**src/common/wb_params.svh**
```systemverilog
`ifndef WB_PARAMS_SVH
`define WB_PARAMS_SVH

//////////////////////////////////////////////////////////////////////
// Bus widths
//////////////////////////////////////////////////////////////////////

`define WB_AW        32           // Address width, both sides
`define WB_MDW       32           // Master data width
`define WB_SDW       8            // Slave data width
`define WB_SELW      4            // Master byte enables

// Cycle type fields, carried through only
`define WB_CTIW      3
`define WB_BTEW      2

//////////////////////////////////////////////////////////////////////
// Register bank
//////////////////////////////////////////////////////////////////////

`define BANK_BYTES   64           // Window size in bytes
`define BANK_ID      8'hA5        // Read-only ID at byte 0

`endif // WB_PARAMS_SVH

```
**src/common/wb_pkg.sv**
```systemverilog
`include "wb_params.svh"

package wb_pkg;

  // Widths with a meaning of their own
  typedef logic [`WB_AW-1:0]   wb_adr_t;   // Byte address
  typedef logic [`WB_MDW-1:0]  wb_mdat_t;  // Master data word
  typedef logic [`WB_SDW-1:0]  wb_sdat_t;  // Slave data byte
  typedef logic [`WB_SELW-1:0] wb_sel_t;   // Byte enables
  typedef logic [$clog2(`BANK_BYTES)-1:0] bank_idx_t;  // Bank byte index

  //////////////////////////////////////////////////////////////////////
  // 32-bit master side
  //////////////////////////////////////////////////////////////////////

  typedef struct packed {
    wb_adr_t             adr;
    wb_mdat_t            dat;   // Write data
    wb_sel_t             sel;
    logic                we;
    logic                cyc;
    logic                stb;
    logic [`WB_CTIW-1:0] cti;   // Burst info, not acted on
    logic [`WB_BTEW-1:0] bte;
  } wbm_req_t;

  typedef struct packed {
    wb_mdat_t dat;              // Read data
    logic     ack;
    logic     err;
    logic     rty;
  } wbm_rsp_t;

  //////////////////////////////////////////////////////////////////////
  // 8-bit slave side
  //////////////////////////////////////////////////////////////////////

  // Same as master request, single lane and no sel
  typedef struct packed {
    wb_adr_t             adr;
    wb_sdat_t            dat;
    logic                we;
    logic                cyc;
    logic                stb;
    logic [`WB_CTIW-1:0] cti;
    logic [`WB_BTEW-1:0] bte;
  } wbs_req_t;

  typedef struct packed {
    wb_sdat_t dat;
    logic     ack;
    logic     err;
    logic     rty;
  } wbs_rsp_t;

endpackage

```
**src/hdl/byte_regs/byte_reg_bank.sv**
```systemverilog
`timescale 1ns/100ps

`include "wb_params.svh"

module byte_reg_bank
  import wb_pkg::*;
(
  input  logic     clk_i,
  input  logic     rst_i,

  // 8-bit Wishbone slave, classic cycles only
  input  wbs_req_t wbs_req_i,
  output wbs_rsp_t wbs_rsp_o
);

  // Bytes 1..63, byte 0 is the constant ID
  wb_sdat_t  mem [1:`BANK_BYTES-1];

  bank_idx_t idx;         // Byte addressed by this cycle
  logic      is_id;       // Byte 0
  logic      is_lock;     // Byte 1
  logic      locked;      // Lock bit 0
  logic      rsp_pend;    // Response out this cycle
  logic      access;      // New cycle accepted
  logic      wr_id;       // Write to ID, ends in err
  logic      wr_blocked;  // Scratch write under lock, ends in rty
  logic      wr_ok;       // Write that lands
  wb_sdat_t  rd_byte;     // Read mux output

  logic      ack_q;
  logic      err_q;
  logic      rty_q;
  wb_sdat_t  rdat_q;

  //////////////////////////////////////////////////////////////////////
  // Decode
  //////////////////////////////////////////////////////////////////////

  assign idx      = bank_idx_t'(wbs_req_i.adr);  // Upper bits checked upstream
  assign is_id    = (idx == bank_idx_t'(0));
  assign is_lock  = (idx == bank_idx_t'(1));
  assign locked   = mem[1][0];

  // One cycle in flight; the held request is ignored while answering
  assign rsp_pend = ack_q | err_q | rty_q;
  assign access   = wbs_req_i.cyc & wbs_req_i.stb & ~rsp_pend;

  assign wr_id      = wbs_req_i.we & is_id;
  assign wr_blocked = wbs_req_i.we & ~is_id & ~is_lock & locked;
  assign wr_ok      = access & wbs_req_i.we & ~wr_id & ~wr_blocked;

  always_comb begin
    if (is_id) begin
      rd_byte = `BANK_ID;
    end else begin
      rd_byte = mem[idx];
    end
  end

  //////////////////////////////////////////////////////////////////////
  // Storage and response
  //////////////////////////////////////////////////////////////////////

  // Lock and scratch come up as zero
  always_ff @(posedge clk_i) begin
    if (rst_i) begin
      for (int i = 1; i < `BANK_BYTES; i++) begin
        mem[i] <= '0;
      end
      ack_q <= 1'b0;
      err_q <= 1'b0;
      rty_q <= 1'b0;
    end else begin
      if (wr_ok) begin
        mem[idx] <= wbs_req_i.dat;      // Lock byte included
      end
      ack_q <= access & ~wr_id & ~wr_blocked;   // Reads always ack
      err_q <= access & wr_id;
      rty_q <= access & wr_blocked;
    end
  end

  // Read data valid only alongside a read ack, zero otherwise
  always_ff @(posedge clk_i) begin
    if (access & ~wbs_req_i.we) begin
      rdat_q <= rd_byte;
    end else begin
      rdat_q <= '0;
    end
  end

  assign wbs_rsp_o.dat = rdat_q;
  assign wbs_rsp_o.ack = ack_q;
  assign wbs_rsp_o.err = err_q;
  assign wbs_rsp_o.rty = rty_q;

endmodule

```
**src/hdl/periph_wb_subsys.sv**
```systemverilog
`timescale 1ns/100ps

module periph_wb_subsys
  import wb_pkg::*;
(
  input  logic     clk_i,
  input  logic     rst_i,

  // External 32-bit Wishbone port
  input  wbm_req_t wbm_req_i,
  output wbm_rsp_t wbm_rsp_o
);

  //////////////////////////////////////////////////////////////////////
  // Internal buses
  //////////////////////////////////////////////////////////////////////

  wbm_req_t dec_req;     // Decoder to resizer, 32-bit
  wbm_rsp_t dec_rsp;
  wbs_req_t bank_req;    // Resizer to bank, 8-bit
  wbs_rsp_t bank_rsp;

  //////////////////////////////////////////////////////////////////////
  // Address decode
  //////////////////////////////////////////////////////////////////////

  // Misses stop here with err
  wb_addr_decode i_decode (
    .clk_i     (clk_i),
    .rst_i     (rst_i),
    .wbm_req_i (wbm_req_i),
    .wbm_rsp_o (wbm_rsp_o),
    .fwd_req_o (dec_req),
    .fwd_rsp_i (dec_rsp)
  );

  //////////////////////////////////////////////////////////////////////
  // 32 to 8 lane narrowing
  //////////////////////////////////////////////////////////////////////

  wb_data_resize i_resize (
    .wbm_req_i (dec_req),
    .wbm_rsp_o (dec_rsp),
    .wbs_req_o (bank_req),
    .wbs_rsp_i (bank_rsp)
  );

  //////////////////////////////////////////////////////////////////////
  // Register bank
  //////////////////////////////////////////////////////////////////////

  byte_reg_bank i_bank (
    .clk_i     (clk_i),
    .rst_i     (rst_i),
    .wbs_req_i (bank_req),
    .wbs_rsp_o (bank_rsp)
  );

endmodule

```
**src/hdl/wb_addr_decode.sv**
```systemverilog
`timescale 1ns/100ps

`include "wb_params.svh"

module wb_addr_decode
  import wb_pkg::*;
(
  input  logic     clk_i,
  input  logic     rst_i,

  // External 32-bit master
  input  wbm_req_t wbm_req_i,
  output wbm_rsp_t wbm_rsp_o,

  // Toward the resizer
  output wbm_req_t fwd_req_o,
  input  wbm_rsp_t fwd_rsp_i
);

  logic in_win;     // Address falls in the bank window
  logic miss_req;   // Live cycle outside the window
  logic err_q;      // Decoder's own err pulse

  //////////////////////////////////////////////////////////////////////
  // Window check
  //////////////////////////////////////////////////////////////////////

  // Window starts at address zero
  assign in_win   = (wbm_req_i.adr < wb_adr_t'(`BANK_BYTES));
  assign miss_req = wbm_req_i.cyc & wbm_req_i.stb & ~in_win;

  //////////////////////////////////////////////////////////////////////
  // Forward path
  //////////////////////////////////////////////////////////////////////

  always_comb begin
    fwd_req_o     = wbm_req_i;                  // Combinational pass
    fwd_req_o.stb = wbm_req_i.stb & in_win;     // Block missed cycles
  end

  //////////////////////////////////////////////////////////////////////
  // Miss response
  //////////////////////////////////////////////////////////////////////

  // err_q doubles as the pending flag.
  // While it is high the held request is not answered again, so the
  // master sees a one-cycle pulse and the next miss waits one cycle.
  always_ff @(posedge clk_i) begin
    if (rst_i) begin
      err_q <= 1'b0;
    end else begin
      err_q <= miss_req & ~err_q;
    end
  end

  // Merge own err into the bank path
  always_comb begin
    wbm_rsp_o     = fwd_rsp_i;                  // Data, ack, rty as-is
    wbm_rsp_o.err = fwd_rsp_i.err | err_q;
  end

endmodule

```
**src/hdl/wb_resize/wb_data_resize.sv**
```systemverilog
`timescale 1ns/100ps

`include "wb_params.svh"

module wb_data_resize
  import wb_pkg::*;
(
  // 32-bit master side
  input  wbm_req_t wbm_req_i,
  output wbm_rsp_t wbm_rsp_o,

  // 8-bit slave side
  output wbs_req_t wbs_req_o,
  input  wbs_rsp_t wbs_rsp_i
);

  logic [1:0] lane_ofs;   // Byte offset of the served lane
  wb_sdat_t   wr_byte;    // Write byte taken from that lane
  wb_mdat_t   rd_word;    // Read byte placed back in its lane

  //////////////////////////////////////////////////////////////////////
  // Lane select by highest sel bit
  //////////////////////////////////////////////////////////////////////

  // Big-endian lanes with sel[3] as byte 0 of the word
  always_comb begin
    if (wbm_req_i.sel[3]) begin
      lane_ofs = 2'd0;
      wr_byte  = wbm_req_i.dat[31:24];
    end else if (wbm_req_i.sel[2]) begin
      lane_ofs = 2'd1;
      wr_byte  = wbm_req_i.dat[23:16];
    end else if (wbm_req_i.sel[1]) begin
      lane_ofs = 2'd2;
      wr_byte  = wbm_req_i.dat[15:8];
    end else if (wbm_req_i.sel[0]) begin
      lane_ofs = 2'd3;
      wr_byte  = wbm_req_i.dat[7:0];
    end else begin
      lane_ofs = 2'd3;            // No lane selects the last byte
      wr_byte  = '0;              // Written as zero
    end
  end

  // Read lane follows the same priority
  always_comb begin
    rd_word = '0;
    if (wbm_req_i.sel[3]) begin
      rd_word[31:24] = wbs_rsp_i.dat;
    end else if (wbm_req_i.sel[2]) begin
      rd_word[23:16] = wbs_rsp_i.dat;
    end else if (wbm_req_i.sel[1]) begin
      rd_word[15:8]  = wbs_rsp_i.dat;
    end else begin
      rd_word[7:0]   = wbs_rsp_i.dat;   // sel[0] or none
    end
  end

  //////////////////////////////////////////////////////////////////////
  // Slave request
  //////////////////////////////////////////////////////////////////////

  assign wbs_req_o.adr = {wbm_req_i.adr[`WB_AW-1:2], lane_ofs};
  assign wbs_req_o.dat = wr_byte;
  assign wbs_req_o.we  = wbm_req_i.we;
  assign wbs_req_o.cyc = wbm_req_i.cyc;
  assign wbs_req_o.stb = wbm_req_i.stb;
  assign wbs_req_o.cti = wbm_req_i.cti;     // Burst fields untouched
  assign wbs_req_o.bte = wbm_req_i.bte;

  //////////////////////////////////////////////////////////////////////
  // Master response
  //////////////////////////////////////////////////////////////////////

  assign wbm_rsp_o.dat = rd_word;
  assign wbm_rsp_o.ack = wbs_rsp_i.ack;
  assign wbm_rsp_o.err = wbs_rsp_i.err;
  assign wbm_rsp_o.rty = wbs_rsp_i.rty;

endmodule

```
**config.mk**
```make
export PLATFORM = sky130hd
export DESIGN_NAME = periph_wb_subsys
export DESIGN_NICKNAME = d
export VERILOG_FILES = /design/src/common/wb_pkg.sv /design/src/hdl/byte_regs/byte_reg_bank.sv /design/src/hdl/periph_wb_subsys.sv /design/src/hdl/wb_addr_decode.sv /design/src/hdl/wb_resize/wb_data_resize.sv
export VERILOG_INCLUDE_DIRS = /design/src /design/src/common
export SDC_FILE = /design/constraint.sdc
export NUM_CORES = 1
export LEC_CHECK = 0
export BUFFER_PORTS_ARGS = -buffer_cell sky130_fd_sc_hd__buf_4
export CORE_MARGIN = 3
export CORE_UTILIZATION = 25
export CTS_CLUSTER_DIAMETER = 80
export CTS_CLUSTER_SIZE = 16
export DETAILED_ROUTE_END_ITERATION = 10
export GPL_ROUTABILITY_DRIVEN = 0
export HOLD_SLACK_MARGIN = 0.06
export PLACE_DENSITY = 0.49
export SYNTH_ARGS = -nofsm -noshare
export SYNTH_HDL_FRONTEND = slang
export SYNTH_HIERARCHICAL = 1
export SYNTH_SLANG_ARGS = --single-unit
```
**constraint.sdc**
```tcl
create_clock -name clk_i -period 2.6 [get_ports clk_i]
set_input_delay 0.13 -clock clk_i [delete_from_list [all_inputs] [get_ports clk_i]]
set_output_delay 0.13 -clock clk_i [all_outputs]
set_load 0.01 [all_outputs]
```
==> reports/metrics.yaml <==
finalWirelength_mm: 86.2
cts_sinks: 523
outcome: "completed"
ant_nets: 0
rsz0062_at_grt: "false"
rr_worst_depth: 9
grt_use_total: 0.158
timing.rr.end: "i_bank/mem[6][0]$_SDFFCE_PN0P_"
hold_slack_ps: 143
hold_class: "in -> reg"
vias: 17100
peakVddDrop_mv: 0.376
max_cap_viol_count: 0
nNetsFinal: 2295
dp_hpwl_mm: 60.6
antenna_found_initial: 6
netlist_instances: 1997
drc: 0
drtIter0Drc: 1847
wl_per_cell_um: 23.9
crit_path_start: "wbm_req_i[10]"
clock_skew_ps: 27.1
fin_crit_sh: 0.986
grt_pass1_vias: 17100
endpoint_kind: "flip-flop"
timing.rr.start: "i_bank/ack_q$_SDFF_PP0_"
start_util: 0.254
dr.pass1.iters: 8
clk_pin_slew_ps: 80
syn2layout_area_growth_pct: 20.9
pin_count: 113
h-tree-depth: 2
cp.arrival_ps: 3090
grt_pass1_wl_mm: 123
final.min_clock_period_ps: 2560
power_density_nw_per_um2: 578
p_total_mw: 17.9
maxSlewViolCount: 0
dieArea_um2: 106000
reg2reg_slack_ps: 310
core_area_um2: 101000
grt_overflow_total: 0
cp_max_fo: 9
nFillCells: 10200
hold_viol: 0
cts_max_path_buffers: 3
vias_per_cell: 4.75
tightest_slew_ps: 1010
drive_above_1_share: 0.269
critical_path_class: "in -> reg"
io_buffers: 105
critical_path_required_ps: 3130
cts_tree: "done"
min_from: "wbm_req_i[47]"
p_leak_nw: 11.4
ys_warn_count: 6
netlist_area_um2: 25500
setup_violations: 0
cts_buffers: 40
worstSetupStartpointType: "input pin"
max_freq_ghz: 0.390
grt_max_degree: 65
insertion_delay_ps: 580
row_count: 116
synth.avg_cell_area_um2: 12.8
maxSlewHeadroom: 0.329
die_w_um: 326
die_y_um: 326
cts-root-buf: "clkbuf_16"
crit_end: "i_bank/rdat_q[6]$_SDFF_PP0_"
-- stage by stage --
stage | instance area, um2 | TNS (ps) | utilization | setup WS, ps | std cells
6_report | 30900 | 0 | 0.307 | 35.5 | 3600
5_1_grt | 30900 | 0 | 0.307 | 0.581 | 3598
4_1_cts | 30900 | 0 | 0.307 | 74.9 | 3598
3_5_place_dp | 29600 | -142370 | 0.294 | -531 | 3527
3_3_place_gp | 29600 | -169860 | 0.294 | -568 | 3527
2_1_floorplan | 25600 | 0 | - | 112 | 2003
-- layout by cell type (no fill, tap or decap), drive strengths merged, types with 16 or more instances in the layout --
master    n
mux4     16
a21oi    39
nor2    115
a221oi   77
or2      65
o22ai    23
o21ai    49
mux2i    75
edfxtp  511
buf     396
clkbuf   59
nand2    33
and2    531
a22oi    68
mux2     16
-- per-layer routing --
| metal | vias up | GRT usage | wire [um] |
|---|---|---|---|
| li1 | 7649 | - | - |
| met3 | 114 | 0.0221 | 5280 |
| met2 | 624 | 0.257 | 39900 |
| met4 | 0 | 0.0429 | 2350 |
| met1 | 8722 | 0.220 | 38600 |
| met5 | - | 0 | 0 |
-- how the worst min path moves through the flow --
stage | endpoint | slack (ps) | cells past startpoint
4_1_cts | i_bank/rdat_q[4]$_SDFF_PP0_ | 100 | 3
2_1_floorplan | i_decode/err_q$_SDFF_PP0_ | 270 | 1
3_5_place_dp | i_bank/ack_q$_SDFF_PP0_ | 400 | 2
6_report | i_bank/rdat_q[4]$_SDFF_PP0_ | 140 | 3
5_1_grt | i_bank/rdat_q[4]$_SDFF_PP0_ | 140 | 3
3_3_place_gp | i_bank/ack_q$_SDFF_PP0_ | 410 | 2
-- flip-flops by register name, summed over array words and instances (netlist names) --
| register | cells |
|---|---|
| i_bank/mem | 511 |
| i_bank/rdat_q | 8 |
| i_bank/ack_q | 1 |
| i_bank/err_q | 1 |
| i_bank/rty_q | 1 |
| i_decode/err_q | 1 |
-- critical path, cell delays in order --
cell and delay, ps:
buf_4 120, buf_4 140, nor2_4 410, nor2b_4 530, buf_4 230, buf_4 240
a221oi_1 120, buf_4 170, nor3_1 220, nor2_1 150, o2111a_1 160, a21oi_1 250
buf_4 180
-- what timing repair did --
item                                    in CTS  in global routing
endpoints found under the hold margin        7                  0
resized for setup                            0                  1
hold buffers                                 5                  0
endpoints found under the setup margin       0                  8
buffers inserted                             0                  0
-- cell type report --
cell class,instances,area [um2],share of cell area
tap,1357,1700,0.0550
inverter,5,18.8,0.000608
clock inverter,7,121,0.00393
timing repair buffer,401,3590,0.116
sequential,523,15600,0.505
clock buffer,59,1100,0.0357
multi-input combinational,1246,8760,0.284
antenna,2,5.00,0.000162
-- where the power goes --
part	internal (mW)	switching, mW	leakage [nW]
clock network	3.25	3.00	0.585
registers	9.49	0.118	5.37
logic	0.733	1.27	5.49
No activity file was read; power rests on OpenSTA's default activity.
